**src/hw/cpuPkg.sv**
```systemverilog
`timescale 1ns/1ns
`default_nettype none

package cpuPkg;

  //////////////////////////////////////////////////
  // Machine widths
  //////////////////////////////////////////////////
  localparam int unsigned DataWidth   = 16;  // Word size
  localparam int unsigned RegCount    = 16;  // Architectural registers
  localparam int unsigned RegIdxWidth = 4;   // Bits to address a register

  typedef logic [DataWidth-1:0]   word_t;    // Data or address word
  typedef logic [RegIdxWidth-1:0] regIdx_t;  // Register index

  //////////////////////////////////////////////////
  // Opcodes, instr[15:12]
  //////////////////////////////////////////////////
  typedef enum logic [3:0] {
    opAdd    = 4'h0,  // Saturating signed add
    opSub    = 4'h1,  // Saturating signed subtract
    opXor    = 4'h2,
    opSll    = 4'h4,  // Shift left logical by imm
    opSra    = 4'h5,  // Shift right arithmetic by imm
    opRor    = 4'h6,  // Rotate right by imm
    opPaddsb = 4'h7,  // Four saturating 4-bit lane adds
    opLlb    = 4'hA,  // Load low byte of rd
    opLhb    = 4'hB,  // Load high byte of rd
    opHlt    = 4'hF
  } opcode_t;

  //////////////////////////////////////////////////
  // Stage payloads
  //////////////////////////////////////////////////

  // Decode -> execute
  typedef struct packed {
    opcode_t op;
    regIdx_t rd;       // Destination
    regIdx_t rs;       // Index read on port A (rd for byte loads)
    regIdx_t rt;       // Index read on port B
    word_t   opA;      // Operand from port A
    word_t   opB;      // Operand from port B
    word_t   imm;      // Zero-extended immediate
    logic    writeEn;  // Result goes to rd
    logic    halt;
    word_t   pc;       // Pc at acceptance
  } decoded_t;

  // Execute -> retire
  typedef struct packed {
    word_t   pc;
    regIdx_t rd;
    logic    writeEn;
    logic    halt;
    word_t   result;   // ALU output
  } result_t;

  // Retire record on the outside port, also the register-file write
  typedef struct packed {
    word_t   pc;
    regIdx_t rd;
    logic    writeEn;
    word_t   data;
  } retire_t;

endpackage

`default_nettype wire

```
**src/hw/regFile.sv**
```systemverilog
`timescale 1ns/1ns
`default_nettype none

module regFile import cpuPkg::*; (
  input  wire          clk,
  input  wire          rstN,
  input  wire regIdx_t rdIdxA,   // Read port A index
  input  wire regIdx_t rdIdxB,   // Read port B index
  input  wire retire_t wr,       // Write record, rd and data used
  input  wire          wrFire,   // Write strobe
  output word_t        rdDataA,
  output word_t        rdDataB
);

  word_t regs [RegCount];  // Register array
  logic  wrHit;            // Write targets a real register

  assign wrHit = wrFire && (wr.rd != '0);  // r0 drops writes

  //////////////////////////////////////////////////
  // Storage
  //////////////////////////////////////////////////
  always_ff @(posedge clk or negedge rstN) begin
    if (!rstN) begin
      for (int i = 0; i < RegCount; i++) begin
        regs[i] <= '0;
      end
    end else if (wrHit) begin
      regs[wr.rd] <= wr.data;
    end
  end

  //////////////////////////////////////////////////
  // Read ports with write-through
  //////////////////////////////////////////////////
  // Same-cycle write wins over stored value
  assign rdDataA = (wrHit && (wr.rd == rdIdxA)) ? wr.data : regs[rdIdxA];
  assign rdDataB = (wrHit && (wr.rd == rdIdxB)) ? wr.data : regs[rdIdxB];

endmodule

`default_nettype wire

```
**src/hw/pipeReg.sv**
```systemverilog
`timescale 1ns/1ns
`default_nettype none

module pipeReg #(
  parameter type payload_t = logic  // Stage payload
) (
  input  wire           clk,
  input  wire           rstN,
  input  wire           inValid,
  input  wire payload_t inData,
  output logic          inReady,
  output logic          outValid,
  output payload_t      outData,
  input  wire           outReady
);

  logic loadEn;  // Upstream transfer this cycle

  // Room when empty or when the held entry leaves now
  assign inReady = !outValid || outReady;
  assign loadEn  = inValid && inReady;

  //////////////////////////////////////////////////
  // Occupancy
  //////////////////////////////////////////////////
  always_ff @(posedge clk or negedge rstN) begin
    if (!rstN) begin
      outValid <= 1'b0;
    end else if (inReady) begin
      outValid <= inValid;  // Refill or drain
    end
  end

  // Payload, no reset needed
  always_ff @(posedge clk) begin
    if (loadEn) begin
      outData <= inData;
    end
  end

endmodule

`default_nettype wire

```
**src/hw/decodeStage.sv**
```systemverilog
`timescale 1ns/1ns
`default_nettype none

module decodeStage import cpuPkg::*; (
  input  wire word_t instr,     // Raw instruction word
  input  wire word_t instrPc,   // Pc it was accepted at
  input  wire word_t rdDataA,   // Register file port A data
  input  wire word_t rdDataB,   // Register file port B data
  output regIdx_t    rdIdxA,
  output regIdx_t    rdIdxB,
  output decoded_t   decoded
);

  //////////////////////////////////////////////////
  // Field split
  //////////////////////////////////////////////////
  opcode_t op;
  regIdx_t rdField;
  regIdx_t rsField;
  regIdx_t rtField;
  logic    isByteLoad;  // LLB or LHB

  assign op      = opcode_t'(instr[15:12]);
  assign rdField = instr[11:8];
  assign rsField = instr[7:4];
  assign rtField = instr[3:0];  // Also the 4-bit immediate

  assign isByteLoad = (op == opLlb) || (op == opLhb);

  //////////////////////////////////////////////////
  // Register file reads
  //////////////////////////////////////////////////
  // Byte loads keep the other half of rd, so port A reads rd
  assign rdIdxA = isByteLoad ? rdField : rsField;
  assign rdIdxB = rtField;

  //////////////////////////////////////////////////
  // Decoded payload
  //////////////////////////////////////////////////
  always_comb begin
    decoded.op  = op;
    decoded.rd  = rdField;
    decoded.rs  = rdIdxA;   // Index actually read, used for forwarding
    decoded.rt  = rtField;
    decoded.opA = rdDataA;
    decoded.opB = rdDataB;

    // 8-bit field for byte loads, low nibble otherwise
    if (isByteLoad) begin
      decoded.imm = word_t'(instr[7:0]);
    end else begin
      decoded.imm = word_t'(instr[3:0]);
    end

    // Undefined opcodes still retire, with no write
    decoded.writeEn = op inside {opAdd, opSub, opXor, opSll, opSra,
                                 opRor, opPaddsb, opLlb, opLhb};
    decoded.halt    = (op == opHlt);
    decoded.pc      = instrPc;
  end

endmodule

`default_nettype wire

```
**src/hw/alu.sv**
```systemverilog
`timescale 1ns/1ns
`default_nettype none

module alu import cpuPkg::*; (
  input  wire opcode_t op,
  input  wire word_t   a,     // Operand A
  input  wire word_t   b,     // Operand B
  input  wire word_t   imm,   // Zero-extended immediate
  output word_t        y
);

  //////////////////////////////////////////////////
  // Saturating helpers
  //////////////////////////////////////////////////

  // 16-bit signed add or subtract, clamped on overflow
  function automatic word_t satAddSub(input word_t x, input word_t z, input logic sub);
    word_t zEff;
    word_t sum;
    logic  ovf;
    zEff = sub ? ~z : z;
    sum  = x + zEff + word_t'(sub);  // Two's complement subtract
    ovf  = (x[15] == zEff[15]) && (sum[15] != x[15]);
    if (ovf) begin
      return x[15] ? 16'h8000 : 16'h7FFF;
    end
    return sum;
  endfunction

  // One 4-bit lane, range -8 to 7
  function automatic logic [3:0] satLane(input logic [3:0] x, input logic [3:0] z);
    logic [3:0] sum;
    sum = x + z;
    if ((x[3] == z[3]) && (sum[3] != x[3])) begin
      return x[3] ? 4'h8 : 4'h7;
    end
    return sum;
  endfunction

  //////////////////////////////////////////////////
  // Operation select
  //////////////////////////////////////////////////
  logic [3:0]  shAmt;   // Shift and rotate amount
  logic [31:0] rotTmp;  // Doubled word for rotate

  assign shAmt  = imm[3:0];
  assign rotTmp = {a, a} >> shAmt;

  always_comb begin
    case (op)
      opAdd:    y = satAddSub(a, b, 1'b0);
      opSub:    y = satAddSub(a, b, 1'b1);
      opXor:    y = a ^ b;
      opSll:    y = a << shAmt;
      opSra:    y = word_t'($signed(a) >>> shAmt);
      opRor:    y = rotTmp[15:0];
      opPaddsb: y = {satLane(a[15:12], b[15:12]), satLane(a[11:8], b[11:8]),
                     satLane(a[7:4], b[7:4]), satLane(a[3:0], b[3:0])};
      opLlb:    y = {a[15:8], imm[7:0]};  // New low byte
      opLhb:    y = {imm[7:0], a[7:0]};   // New high byte
      default:  y = '0;                   // HLT and undefined
    endcase
  end

endmodule

`default_nettype wire

```
**src/hw/executeStage.sv**
```systemverilog
`timescale 1ns/1ns
`default_nettype none

module executeStage import cpuPkg::*; (
  input  wire decoded_t decoded,   // From the decode pipeReg
  input  wire           fwdValid,  // Result pipeReg holds an entry
  input  wire result_t  fwd,       // Result pipeReg payload
  output result_t       result
);

  //////////////////////////////////////////////////
  // Forwarding select
  //////////////////////////////////////////////////
  logic  fwdLive;  // Producer ahead will write a real register
  logic  fwdA;
  logic  fwdB;
  word_t opA;
  word_t opB;
  word_t aluY;

  assign fwdLive = fwdValid && fwd.writeEn && (fwd.rd != '0);

  assign fwdA = fwdLive && (fwd.rd == decoded.rs);
  assign fwdB = fwdLive && (fwd.rd == decoded.rt);

  // Latched operands may be stale by one instruction
  assign opA = fwdA ? fwd.result : decoded.opA;
  assign opB = fwdB ? fwd.result : decoded.opB;

  //////////////////////////////////////////////////
  // ALU
  //////////////////////////////////////////////////
  alu iAlu (
    .op  (decoded.op),
    .a   (opA),
    .b   (opB),
    .imm (decoded.imm),
    .y   (aluY)
  );

  // Result payload
  always_comb begin
    result.pc      = decoded.pc;
    result.rd      = decoded.rd;
    result.writeEn = decoded.writeEn;
    result.halt    = decoded.halt;
    result.result  = aluY;
  end

endmodule

`default_nettype wire

```
**src/hw/retireStage.sv**
```systemverilog
`timescale 1ns/1ns
`default_nettype none

module retireStage import cpuPkg::*; (
  input  wire          clk,
  input  wire          rstN,
  input  wire          inValid,      // Result pipeReg holds an entry
  input  wire result_t result,       // Result pipeReg payload
  output logic         inReady,
  output logic         retireValid,
  output retire_t      retire,       // Retire record, also the write port
  input  wire          retireReady,
  output logic         wrFire,       // Register file write strobe
  output logic         hlt
);

  logic recFire;  // Record accepted downstream

  //////////////////////////////////////////////////
  // Retire handshake
  //////////////////////////////////////////////////
  // Halt never waits on the outside port
  assign inReady     = result.halt || retireReady;
  assign retireValid = inValid && !result.halt;
  assign recFire     = retireValid && retireReady;
  assign wrFire      = recFire && result.writeEn;

  always_comb begin
    retire.pc      = result.pc;
    retire.rd      = result.rd;
    retire.writeEn = result.writeEn;
    retire.data    = result.result;
  end

  //////////////////////////////////////////////////
  // Halt capture
  //////////////////////////////////////////////////
  always_ff @(posedge clk or negedge rstN) begin
    if (!rstN) begin
      hlt <= 1'b0;
    end else if (inValid && result.halt) begin
      hlt <= 1'b1;  // Sticky until reset
    end
  end

endmodule

`default_nettype wire

```
**src/hw/cpu.sv**
```systemverilog
`timescale 1ns/1ns
`default_nettype none

module cpu import cpuPkg::*; (
  input  wire        clk,
  input  wire        rstN,
  input  wire        instrValid,
  input  wire word_t instr,
  output logic       instrReady,
  output logic       retireValid,
  output retire_t    retire,
  input  wire        retireReady,
  output word_t      pc,          // Pc of the next instruction to accept
  output logic       hlt
);

  logic     halted;      // HLT accepted, no more input
  logic     instrFire;   // Input transfer this cycle
  logic     decInReady;  // Decode pipeReg has room
  regIdx_t  rdIdxA;
  regIdx_t  rdIdxB;
  word_t    rdDataA;
  word_t    rdDataB;
  decoded_t decodedIn;   // Decode output
  decoded_t decodedOut;  // Decode pipeReg output
  logic     decValid;
  result_t  resultIn;    // Execute output
  result_t  resultOut;   // Result pipeReg output
  logic     resInReady;
  logic     resValid;
  logic     retInReady;
  logic     wrFire;

  //////////////////////////////////////////////////
  // Input handshake and pc
  //////////////////////////////////////////////////
  assign instrReady = decInReady && !halted;
  assign instrFire  = instrValid && instrReady;

  always_ff @(posedge clk or negedge rstN) begin
    if (!rstN) begin
      pc     <= '0;
      halted <= 1'b0;
    end else if (instrFire) begin
      pc <= pc + word_t'(2);
      if (opcode_t'(instr[15:12]) == opHlt) begin
        halted <= 1'b1;  // Raw word test, blocks input until reset
      end
    end
  end

  //////////////////////////////////////////////////
  // Decode
  //////////////////////////////////////////////////
  regFile iRegFile (
    .clk, .rstN, .rdIdxA, .rdIdxB, .wr(retire), .wrFire, .rdDataA, .rdDataB
  );

  decodeStage iDecode (
    .instr, .instrPc(pc), .rdDataA, .rdDataB, .rdIdxA, .rdIdxB, .decoded(decodedIn)
  );

  pipeReg #(.payload_t(decoded_t)) iDecPipe (
    .clk, .rstN,
    .inValid(instrValid && !halted), .inData(decodedIn), .inReady(decInReady),
    .outValid(decValid), .outData(decodedOut), .outReady(resInReady)
  );

  //////////////////////////////////////////////////
  // Execute and retire
  //////////////////////////////////////////////////
  executeStage iExecute (
    .decoded(decodedOut), .fwdValid(resValid), .fwd(resultOut), .result(resultIn)
  );

  pipeReg #(.payload_t(result_t)) iResPipe (
    .clk, .rstN,
    .inValid(decValid), .inData(resultIn), .inReady(resInReady),
    .outValid(resValid), .outData(resultOut), .outReady(retInReady)
  );

  retireStage iRetire (
    .clk, .rstN, .inValid(resValid), .result(resultOut), .inReady(retInReady),
    .retireValid, .retire, .retireReady, .wrFire, .hlt
  );

endmodule

`default_nettype wire

```
**config.mk**
```make
export PLATFORM = sky130hd
export DESIGN_NAME = cpu
export DESIGN_NICKNAME = d
export VERILOG_FILES = /design/src/hw/cpuPkg.sv /design/src/hw/regFile.sv /design/src/hw/pipeReg.sv /design/src/hw/decodeStage.sv /design/src/hw/alu.sv /design/src/hw/executeStage.sv /design/src/hw/retireStage.sv /design/src/hw/cpu.sv
export SDC_FILE = /design/constraint.sdc
export NUM_CORES = 1
export LEC_CHECK = 0
export BUFFER_PORTS_ARGS = -buffer_cell sky130_fd_sc_hd__buf_2
export CAP_MARGIN = 10
export CORE_MARGIN = 1
export CORE_UTILIZATION = 35
export DETAILED_ROUTE_END_ITERATION = 10
export HOLD_SLACK_MARGIN = 0.05
export PLACE_DENSITY = 0.47
export SYNTH_ARGS = -nofsm -noshare
export SYNTH_HDL_FRONTEND = slang
export SYNTH_SLANG_ARGS = --single-unit
```
**constraint.sdc**
```tcl
create_clock -name clk -period 6 [get_ports clk]
set_input_delay 0.3 -clock clk [delete_from_list [all_inputs] [get_ports clk]]
set_output_delay 0.3 -clock clk [all_outputs]
set_load 0.02 [all_outputs]
```
Yosys cells after proc, flatten, opt, wreduce, memory -nomap -nowiden --
Cells that the tools add are included.
Cells by class: $add $sub $neg 8, equal/unequal tests 32, muxes and demuxes 44, bitwise gates (word level) 5, reduce and logical (&&, ||, !) cells 36, magnitude comparators 4, shift-type cells 3
Operators with widths (number):
- bitwise mux 256 bit | 1
- 2-to-1 mux 16 bit | 14
- one-hot mux 16 bit (9 select lines) | 1
- binary-select mux 16 bit (select 4 bit) | 2
- demux 16 bit (select 4 bit) | 1
- 2-to-1 mux 4 bit | 13
- adder 16 bit | 2
- == test 4 x 3 -> 1 bit, second input constant | 8
- right shift 32 x 4 -> 16 bit | 1
- logical AND 1 bit | 23
- == test 4 bit, second input constant | 5
- adder 16 x 1 -> 16 bit, second input constant | 1
- adder 16 x 2 -> 16 bit, second input constant | 1
- adder 4 bit | 4
- == test 4 bit | 4
- inverter 16 bit | 1
- << shifter 16 x 4 -> 16 bit | 1
- >>> shifter 16 x 4 -> 16 bit | 1
- bitwise XOR 16 bit | 1
- greater-or-equal comparator 5 bit, second input constant | 3
- inverter 4 -> 5 bit | 3
- 2-to-1 mux 1 bit | 12
- nonzero test 9 bit | 1
- == test 4 x 1 -> 1 bit, second input constant | 2
- other kinds (9) | 26
Storage, ports and cells: flip-flop bits (word level) 388, input bits 20, word-level logic and storage cells 169

Longest topological paths before layout --
Gate-level depths: netlist of the first run.
depth after elaboration 13, mapped depth 21

Hierarchy --
Synthesis of the first run repeated with hierarchy kept, for this count alone.
Second synthesis, totals: cell total of the unflattened synthesis 1936, area, all modules 24933.9 µm²
Modules (own cells, without submodules):
- regFile | area an instance 14167.3 µm², times used 1, cells each 885
- alu | area an instance 4528.1 µm², times used 1, cells each 648
- pipeReg at iDecPipe | area an instance 2516.2 µm², times used 1, cells each 86
- pipeReg at iResPipe | area an instance 1194.9 µm², times used 1, cells each 42
- cpu | area an instance 749.5 µm², times used 1, cells each 67
- decodeStage | area an instance 734.5 µm², times used 1, cells each 95
- executeStage | area an instance 706.9 µm², times used 1, cells each 71
- retireStage | area an instance 336.6 µm², times used 1, cells each 42

Least setup slack after synthesis of the first run --
No wires, ideal clock.
path type register to register, start point reg iResPipe.outData[19] (netlist bit), end point reg iResPipe.outData[8] (netlist bit) (data pin), data arrival time 4437 ps, stages on the path, launching flop included 19, setup time 269 ps, slack 1294 ps, path buffers 4, required time 5731 ps, cells stage by stage edfxtp_1 buf_2 xnor2_1 nand4_1 nor3_2 clkbuf_1 mux2_2 ha_1 clkbuf_1 or3_1 a31oi_1 o21ba_2 or3b_2 a31oi_1 o21ai_1 o211a_1 clkbuf_1 o21ai_0 nand4_1
On the way: cells in the longest elaborated chain, start to end 13, elaborated cells on any way between the ends 41, classes of those cells add/sub: 4; eq/ne: 8; shift: 3; mux: 17; bitwise: 2; reduce/logical: 7
Ends and longest elaborated chain:
- start, declared | RTL line pipeReg.sv:13 | output payload_t outData,
- start signal, assigned | RTL line pipeReg.sv:37 | outData <= inData;
- nonzero test 4 bit | RTL line executeStage.sv:21 | assign fwdLive = fwdValid && fwd.writeEn && (fwd.rd != '0);
- logical AND 1 bit | RTL line executeStage.sv:21
- logical AND 1 bit | RTL line executeStage.sv:24 | assign fwdB = fwdLive && (fwd.rd == decoded.rt);
- 2-to-1 mux 16 bit | RTL line executeStage.sv:28 | assign opB = fwdB ? fwd.result : decoded.opB;
- inverter 16 bit | RTL line alu.sv:21 | zEff = sub ? ~z : z;
- adder 16 bit | RTL line alu.sv:22 | sum = x + zEff + word_t'(sub);
- adder 16 x 1 -> 16 bit | RTL line alu.sv:22
- inequality test 1 bit | RTL line alu.sv:23 | ovf = (x[15] == zEff[15]) && (sum[15] != x[15]);
- logical AND 1 bit | RTL line alu.sv:23
- 2-to-1 mux 1 bit | RTL line alu.sv:24 | if (ovf) begin
- 2-to-1 mux 1 bit | RTL line alu.sv:50 | case (op)
- 2-to-1 mux 16 bit | RTL line alu.sv:27 | return sum;
- one-hot mux 16 bit (9 select lines) * | RTL line alu.sv:50
Mark *: on every way between the ends. The rest lies on a longest branch, timed or not. The select of a mux whose other input is x is not followed. A chain may end at the register's enable or synchronous reset.

Final worst setup path of the first run --
start point reg iResPipe.outData[19] (netlist bit), end point reg iResPipe.outData[5] (netlist bit) (data pin)
Same word-level chain as after synthesis.

==> flow_summary.yaml, run 1 <==
worst_setup_path:
  crit_path_top_delay_cell: "nor2_1"
  reg2reg_slack_ns: 0.69
  max_stage_delay_ns: 0.70
  cp-start-kind: "flop"
  worstPathMaxFanout: 29
  worstRegToRegCells: 16
  path_cells: "xor2_1, nor4_1, and3_4, mux2i_1, buf_4, inv_1, ha_1, inv_1, nor2_1, o2111ai_1, a21oi_1, a31o_2, nor3_1, nor2_1, o21ai_0, nand4_1"
  required_ns: 6.44
  arrival_ns: 5.75
  worstReg2RegStart: "iResPipe.outData[19]$_DFFE_PP_"
  path_buf_inv: 3
  r2r_end: "iResPipe.outData[5]$_SDFFCE_PN0P_"
  endpoint_kind: "flop"
  critical-path-top-delay-family: "simple AND/OR/NAND/NOR gates"
  crit_type: "reg2reg"
synthesis:
  synth_xor_xnor_area_share_pct: 2.06
  syn-cell-area_um2: 23900
  synth_cells: 2263
  yosys.area.top_type: "dfrtp_1"
  ys_types: 85
  yosysWarnings: 0
  muxShareOfSynthArea_pct: 24.1
  synthFlopType: "dfrtp_1"
  synthSimpleGateAreaFrac_pct: 13.4
  synth_compound_area_share_pct: 10.2
  synth_edf_count: 106
  synth.yosys.seq_area_share_pct: 42.2
  synthTopCellsByArea: "dfrtp_1, mux2_2, edfxtp_1"
  avgSynthCellArea_um2: 10.5
  synth_top_area_share_pct: 28.8
  synth-seq-cells: 381
  async_flop_share_pct: 72.2
  synth-adder-area-share_pct: 2.09
  synth_top_family_by_area: "multiplexers"
power_and_ir_drop:
  netSwitchingPower_mw: 2.96
  seq_power_share_pct: 40.2
  clkPwrFrac_pct: 32.1
  p_per_area_nw_per_um2: 323
  internal-power_mw: 5.65
  power_frac_comb_pct: 27.8
  irDropWorstVdd_mv: 0.178
  finalPower_mw: 8.62
  power_leakage_nw: 11.0
  swShare_pct: 34.4
global_route:
  grt_use_total_pct: 27.6
  grt_antenna_before_repair: 4
  overflow: 0
  grt_pass1_vias: 19100
  grt_pass1_wl_um: 140000
  grt_max_degree: 131
clock_tree:
  cts_tree: "done"
  clkTransAtPathRegs_ns: 0.07
  cts_inserted_buffers: 45
  cts_buffer_depth: 3
  clock_sinks: 381
  root_buffer: "clkbuf_16"
  h-tree-depth: 2
  clkLatencyLatePin_ns: 0.59
run_status:
  status: "finished clean"
die:
  die_area_um2: 69200
  core_um2: 67300
  ios: 76
  die_w_um: 263
  num_rows: 95
  fp.dieH_um: 263
  initial_utilization_pct: 35.5
detailed_routing:
  num_vias: 19200
  routed_wl_um: 96200
  wl_per_cell_um: 30.6
  ant_nets: 0
  drc: 0
  drt_iter0_drc: 1928
  drt_first_pass_iters: 8
  routed_via_density: 6.11
sta:
  setup_viol: 0
  fin_crit_sh_pct: 88.5
  timing.final.max_slew_violations: 0
  rsz0062_at_grt: "no"
  period_minus_slack_ns: 5.31
  skew_ns: 0.0310
  final_hold_viol_count: 0
  tns_ns: 0
  fmax_ghz: 0.188
  timing.slew.headroom_pct: 19.5
  worst-slew-pin-transition_ns: 1.19
placed_design:
  place.detailed.hpwl_um: 63700
  gp_congestion: 0.974
  port_buffers: 73
layout:
  nets: 2288
  syn2layout_area_growth_pct: 11.8
  drive_above_1_share_pct: 29.6
  fin_util_pct: 39.6
min_path:
  worstHoldStart: "instr[5]"
  hold_path.class: "in2reg"
  holdPathEnd: "iDecPipe.outData[23]$_SDFFCE_PP0P_"
  min_delay_path_depth: 2
flow_run:
  cap_viol_max_count: 0
registers in the layout, indices dropped and copies added (netlist names):
name               cells
pc                    15
iRegFile.regs        256
iDecPipe.outValid      1
iDecPipe.outData      69
halted                 1
iResPipe.outValid      1
iRetire.hlt            1
iResPipe.outData      37
cell type report:
cell class | instances | area, um^2
Fill cell | 6581 | 40600
Multi-Input combinational cell | 1573 | 12500
Sequential cell | 381 | 10100
Clock buffer | 60 | 1290
Timing Repair Buffer | 180 | 1260
Tap cell | 873 | 1090
Clock inverter | 22 | 205
Inverter | 51 | 195
Antenna cell | 2 | 5.00
repair_timing:
action | in CTS | in global routing
hold buffers | 11 | 0
hold endpoints to repair | 86 | 0
setup buffers | 0 | 0
gates resized for setup | 0 | 0
cell usage in the layout (no fill, tap or decap), types with 11 or more instances in the layout:
cell type,n
nand2_1,324
mux2_2,297
dfrtp_1,275
nand3_1,149
edfxtp_1,106
nor2_1,94
buf_4,94
mux4_2,88
buf_2,70
o21ai_0,62
a21oi_1,48
clkbuf_16,47
inv_1,44
a311oi_1,36
xnor2_1,35
mux2i_1,32
ha_1,31
and3_1,24
a31oi_1,24
nand4_1,22
xor2_1,21
o22ai_1,20
o211ai_1,18
a22oi_1,14
a211oi_1,12
a221oi_1,12
nor3_1,11
nand2b_1,11
dlygate4sd3_1,11
how the worst max path moves through the flow:
stage,start,to,slack [ns],depth (start not counted)
3_3_place_gp,iResPipe.outData[19]$_DFFE_PP_,iResPipe.outData[10]$_SDFFCE_PN0P_,0.89,16
3_5_place_dp,iResPipe.outData[19]$_DFFE_PP_,iResPipe.outData[7]$_SDFFCE_PN0P_,0.84,13
2_1_floorplan,iResPipe.outData[19]$_DFFE_PP_,iResPipe.outData[8]$_SDFFCE_PN0P_,1.29,18
5_1_grt,iResPipe.outData[21]$_DFFE_PP_,iResPipe.outData[11]$_SDFFCE_PN0P_,0.36,16
6_report,iResPipe.outData[19]$_DFFE_PP_,iResPipe.outData[5]$_SDFFCE_PN0P_,0.69,16
4_1_cts,iResPipe.outData[19]$_DFFE_PP_,iResPipe.outData[7]$_SDFFCE_PN0P_,0.83,13
metrics by stage:
step | instances | area, um^2 | hold slack, ns | setup WS, ns
after CTS | 3140 | 26700 | 0.0540 | 0.825
after detailed placement | 3047 | 25100 | 0.355 | 0.844
after global placement | 3047 | 25100 | 0.347 | 0.890
after global routing | 3140 | 26700 | 0.0745 | 0.362
after floorplan | 2264 | 23900 | 0.00441 | 1.29
final | 3142 | 26700 | 0.0878 | 0.693
cells in the mapped netlist, types with 12 or more instances:
master,n
mux2_2,297
xor2_1,21
a211oi_1,12
o21ai_0,62
nor2_1,106
dfrtp_1,275
mux4_2,88
a21oi_1,48
edfxtp_1,106
xnor2_1,35
and3_1,24
a31oi_1,24
a22oi_1,14
nand2_1,324
mux2i_1,37
buf_1,14
nor3_1,13
nand4_1,22
clkbuf_1,183
a311oi_1,36
ha_1,31
o22ai_1,20
nand3_1,149
inv_1,46
a221oi_1,12
o211ai_1,18
buf_4,53
power groups by stage:
stage / clock network [mW] / registers (mW) / logic [mW]
after floorplan: 0 / 3.34 / 1.61
after global placement: 0 / 3.48 / 2.37
after detailed placement: 0 / 3.50 / 2.35
after CTS: 2.84 / 3.46 / 2.37
after global routing: 2.94 / 3.51 / 2.54
final: 2.76 / 3.46 / 2.39
metal layers:
metal	vias to the layer above	track usage (%)	part of all wire [%]
li1	8210	-	-
met1	9866	36.6	41
met2	894	44.9	47
met3	237	3.43	6.2
met4	0	13.2	5.4
met5	-	0	0
cells by family after synthesis:
family	after synthesis
multiplexers	426
adder cells (fa/ha/maj)	37
flip-flops	381
buffers and inverters	310
other	1
AO/OA/AOI/OAI	346
XOR/XNOR	56
AND/OR/NAND/NOR	706
Power figures use the tool's default switching activity.
==> inputs of run 2 (changes only) <==
PLACE_DENSITY = unset   (was 0.47)
clock period = 5.2 ns   (was 6 ns; I/O delays follow)
==> run 2 against run 1 <==
  * Flip-flop and latch count did not move
  * Via count barely moved
  * Largest cell class unchanged
  * Register-to-register slack got worse by 0.49 ns
  * Clock power rose by 7.6%
  * Largest power group unchanged
==> flow_summary.yaml, run 2 (synthesis gave the netlist of run 1 again) <==
detailed_routing:
  drt_first_pass_iters: 5
  wl_per_cell_um: 28.6
  ant_nets: 0
  num_vias: 19200
  routed_wl_um: 89900
  routed_via_density: 6.11
  drc: 0
  drt_iter0_drc: 2148
worst_setup_path:
  reg2reg_slack_ns: 0.20
  crit_type: "reg2reg"
  worstRegToRegCells: 18
  r2r_end: "iResPipe.outData[1]$_SDFFCE_PN0P_"
  cp-start-kind: "flop"
  worstPathMaxFanout: 11
  worstReg2RegStart: "iResPipe.outData[18]$_DFFE_PP_"
  required_ns: 5.53
  arrival_ns: 5.33
  endpoint_kind: "flop"
layout:
  final_common_cell: "nand2_1"
  top_regs: "iRegFile.regs x256, iDecPipe.outData x69, iResPipe.outData x37"
  fin_util_pct: 39.6
  most-common-layout-cells: "nand2_1, mux2_2, dfrtp_1"
  syn2layout_area_growth_pct: 11.8
  nets: 2297
  num-fill-cells: 6487
  largest_register: "iRegFile.regs"
  drive_above_1_share_pct: 29.6
  antenna-diode-count: 0
  largest_reg_flops: 256
global_route:
  gr-usage-met3_pct: 4.10
  grt_pass1_vias: 19100
  grt-busiest-layer: "met2"
  overflow: 0
  use_met1_pct: 34.5
  grt_pass1_wl_um: 133000
  grt_use_met2_pct: 40.7
  grt_use_total_pct: 25.7
  grt_antenna_before_repair: 4
  grt_max_degree: 175
clock_tree:
  h-tree-depth: 2
  clkLatencyLatePin_ns: 0.58
  cts_inserted_buffers: 43
  cts_tree: "done"
  cts_buffer_depth: 3
  clock_sinks: 381
  clkTransAtPathRegs_ns: 0.06
  root_buffer: "clkbuf_16"
min_path:
  holdPathEnd: "iDecPipe.outValid$_DFFE_PN0N_"
  hold_path.class: "in2reg"
  min_delay_path_depth: 3
  worstHoldStart: "retireReady"
die:
  fp.dieH_um: 263
  num_rows: 95
  ios: 76
  die_w_um: 263
  initial_utilization_pct: 35.5
  die_area_um2: 69200
  core_um2: 67300
flow_run:
  cap_viol_max_count: 0
run_status:
  status: "finished clean"
sta:
  fin_crit_sh_pct: 96.1
  tns_ns: 0
  fmax_ghz: 0.200
  worst-slew-pin-transition_ns: 1.21
  rsz0062_at_grt: "no"
  period_minus_slack_ns: 5.00
  final_hold_viol_count: 0
  holdWs_ns: 0.108
  setup_viol: 0
  timing.final.max_slew_violations: 0
  timing.slew.headroom_pct: 19.4
  skew_ns: 0.0182
placed_design:
  place.detailed.hpwl_um: 60500
  gp_congestion: 1.05
  port_buffers: 73
power_and_ir_drop:
  irDropWorstVdd_mv: 0.233
  p_per_area_nw_per_um2: 363
  power_leakage_nw: 11.0
  finalPower_mw: 9.68
-- run 2: cell count changes in the layout (fill, tap and decap cells not counted), sizes merged --
cell,delta
dlygate4sd3,+2
bufinv,-2
clkbuf,+4
and3,+1
buf,+8
clkinvlp,-1
clkinv,-4
diode,-2
-- run 2: final cells by class --
class	instances	area (um^2)	area share (%)
tap	873	1090	4.10
sequential	381	10100	37.7
inverter	51	194	0.727
multi-input combinational	1574	12600	47.3
clock inverter	15	103	0.385
clock buffer	64	1250	4.67
timing repair buffer	190	1350	5.07
-- run 2: critical path: stages (launching register included) --
cell and delay (ns):
edfxtp_1 0.37, buf_4 0.21, o41a_1 0.33, nand4_1 0.21, nor3_4 0.34, buf_4 0.20, mux2_2 0.35, ha_1 0.45
or3_1 0.18, a31oi_1 0.08, buf_4 0.14, o21ba_2 0.22, or3b_2 0.49, a31oi_1 0.21, o21ai_1 0.18, buf_4 0.18
nor2b_1 0.14, nand2b_1 0.14, a221o_1 0.34
-- run 2: power breakdown --
group / internal (mW) / switching [mW]
clock: 1.67 / 1.30
sequential: 3.59 / 0.455
combinational: 1.09 / 1.59
total: 6.34 / 3.34
-- run 2: through the flow --
step                      cells  area (um^2)  worst slack, ns
after floorplan            2264        23900            0.494
after global placement     3049        25100            0.224
after detailed placement   3049        25100            0.174
after CTS                  3141        26600            0.145
after global routing       3148        26700           0.0286
final                      3148        26700            0.205
-- run 2: how the worst max path moves through the flow --
| stage | to | from | depth (start not counted) | slack (ns) |
|---|---|---|---|---|
| after detailed placement | iResPipe.outData[2]$_SDFFCE_PN0P_ | iResPipe.outData[19]$_DFFE_PP_ | 16 | 0.17 |
| after floorplan | iResPipe.outData[8]$_SDFFCE_PN0P_ | iResPipe.outData[19]$_DFFE_PP_ | 18 | 0.49 |
| after CTS | iResPipe.outData[10]$_SDFFCE_PN0P_ | iResPipe.outData[19]$_DFFE_PP_ | 16 | 0.15 |
| after global routing | iResPipe.outData[14]$_SDFFCE_PN0P_ | iResPipe.outData[18]$_DFFE_PP_ | 17 | 0.03 |
| after global placement | iResPipe.outData[14]$_SDFFCE_PN0P_ | iResPipe.outData[19]$_DFFE_PP_ | 17 | 0.22 |
| final | iResPipe.outData[1]$_SDFFCE_PN0P_ | iResPipe.outData[18]$_DFFE_PP_ | 18 | 0.20 |
-- run 2: layer usage --
metal / vias up / share of wire (%) / wire (um)
met5: - / 0.014 / 13
met4: 2 / 4.9 / 4370
met3: 222 / 7.7 / 6900
met2: 1035 / 47 / 42000
met1: 9755 / 41 / 36700
li1: 8212 / - / -
-- run 2: repair_timing --
| item | CTS | global route |
|---|---|---|
| hold buffers | 13 | 0 |
| endpoints found under the hold margin | 57 | 0 |
| setup buffers | 0 | 6 |
| resized for setup | 0 | 5 |
| endpoints found under the setup margin | 0 | 15 |
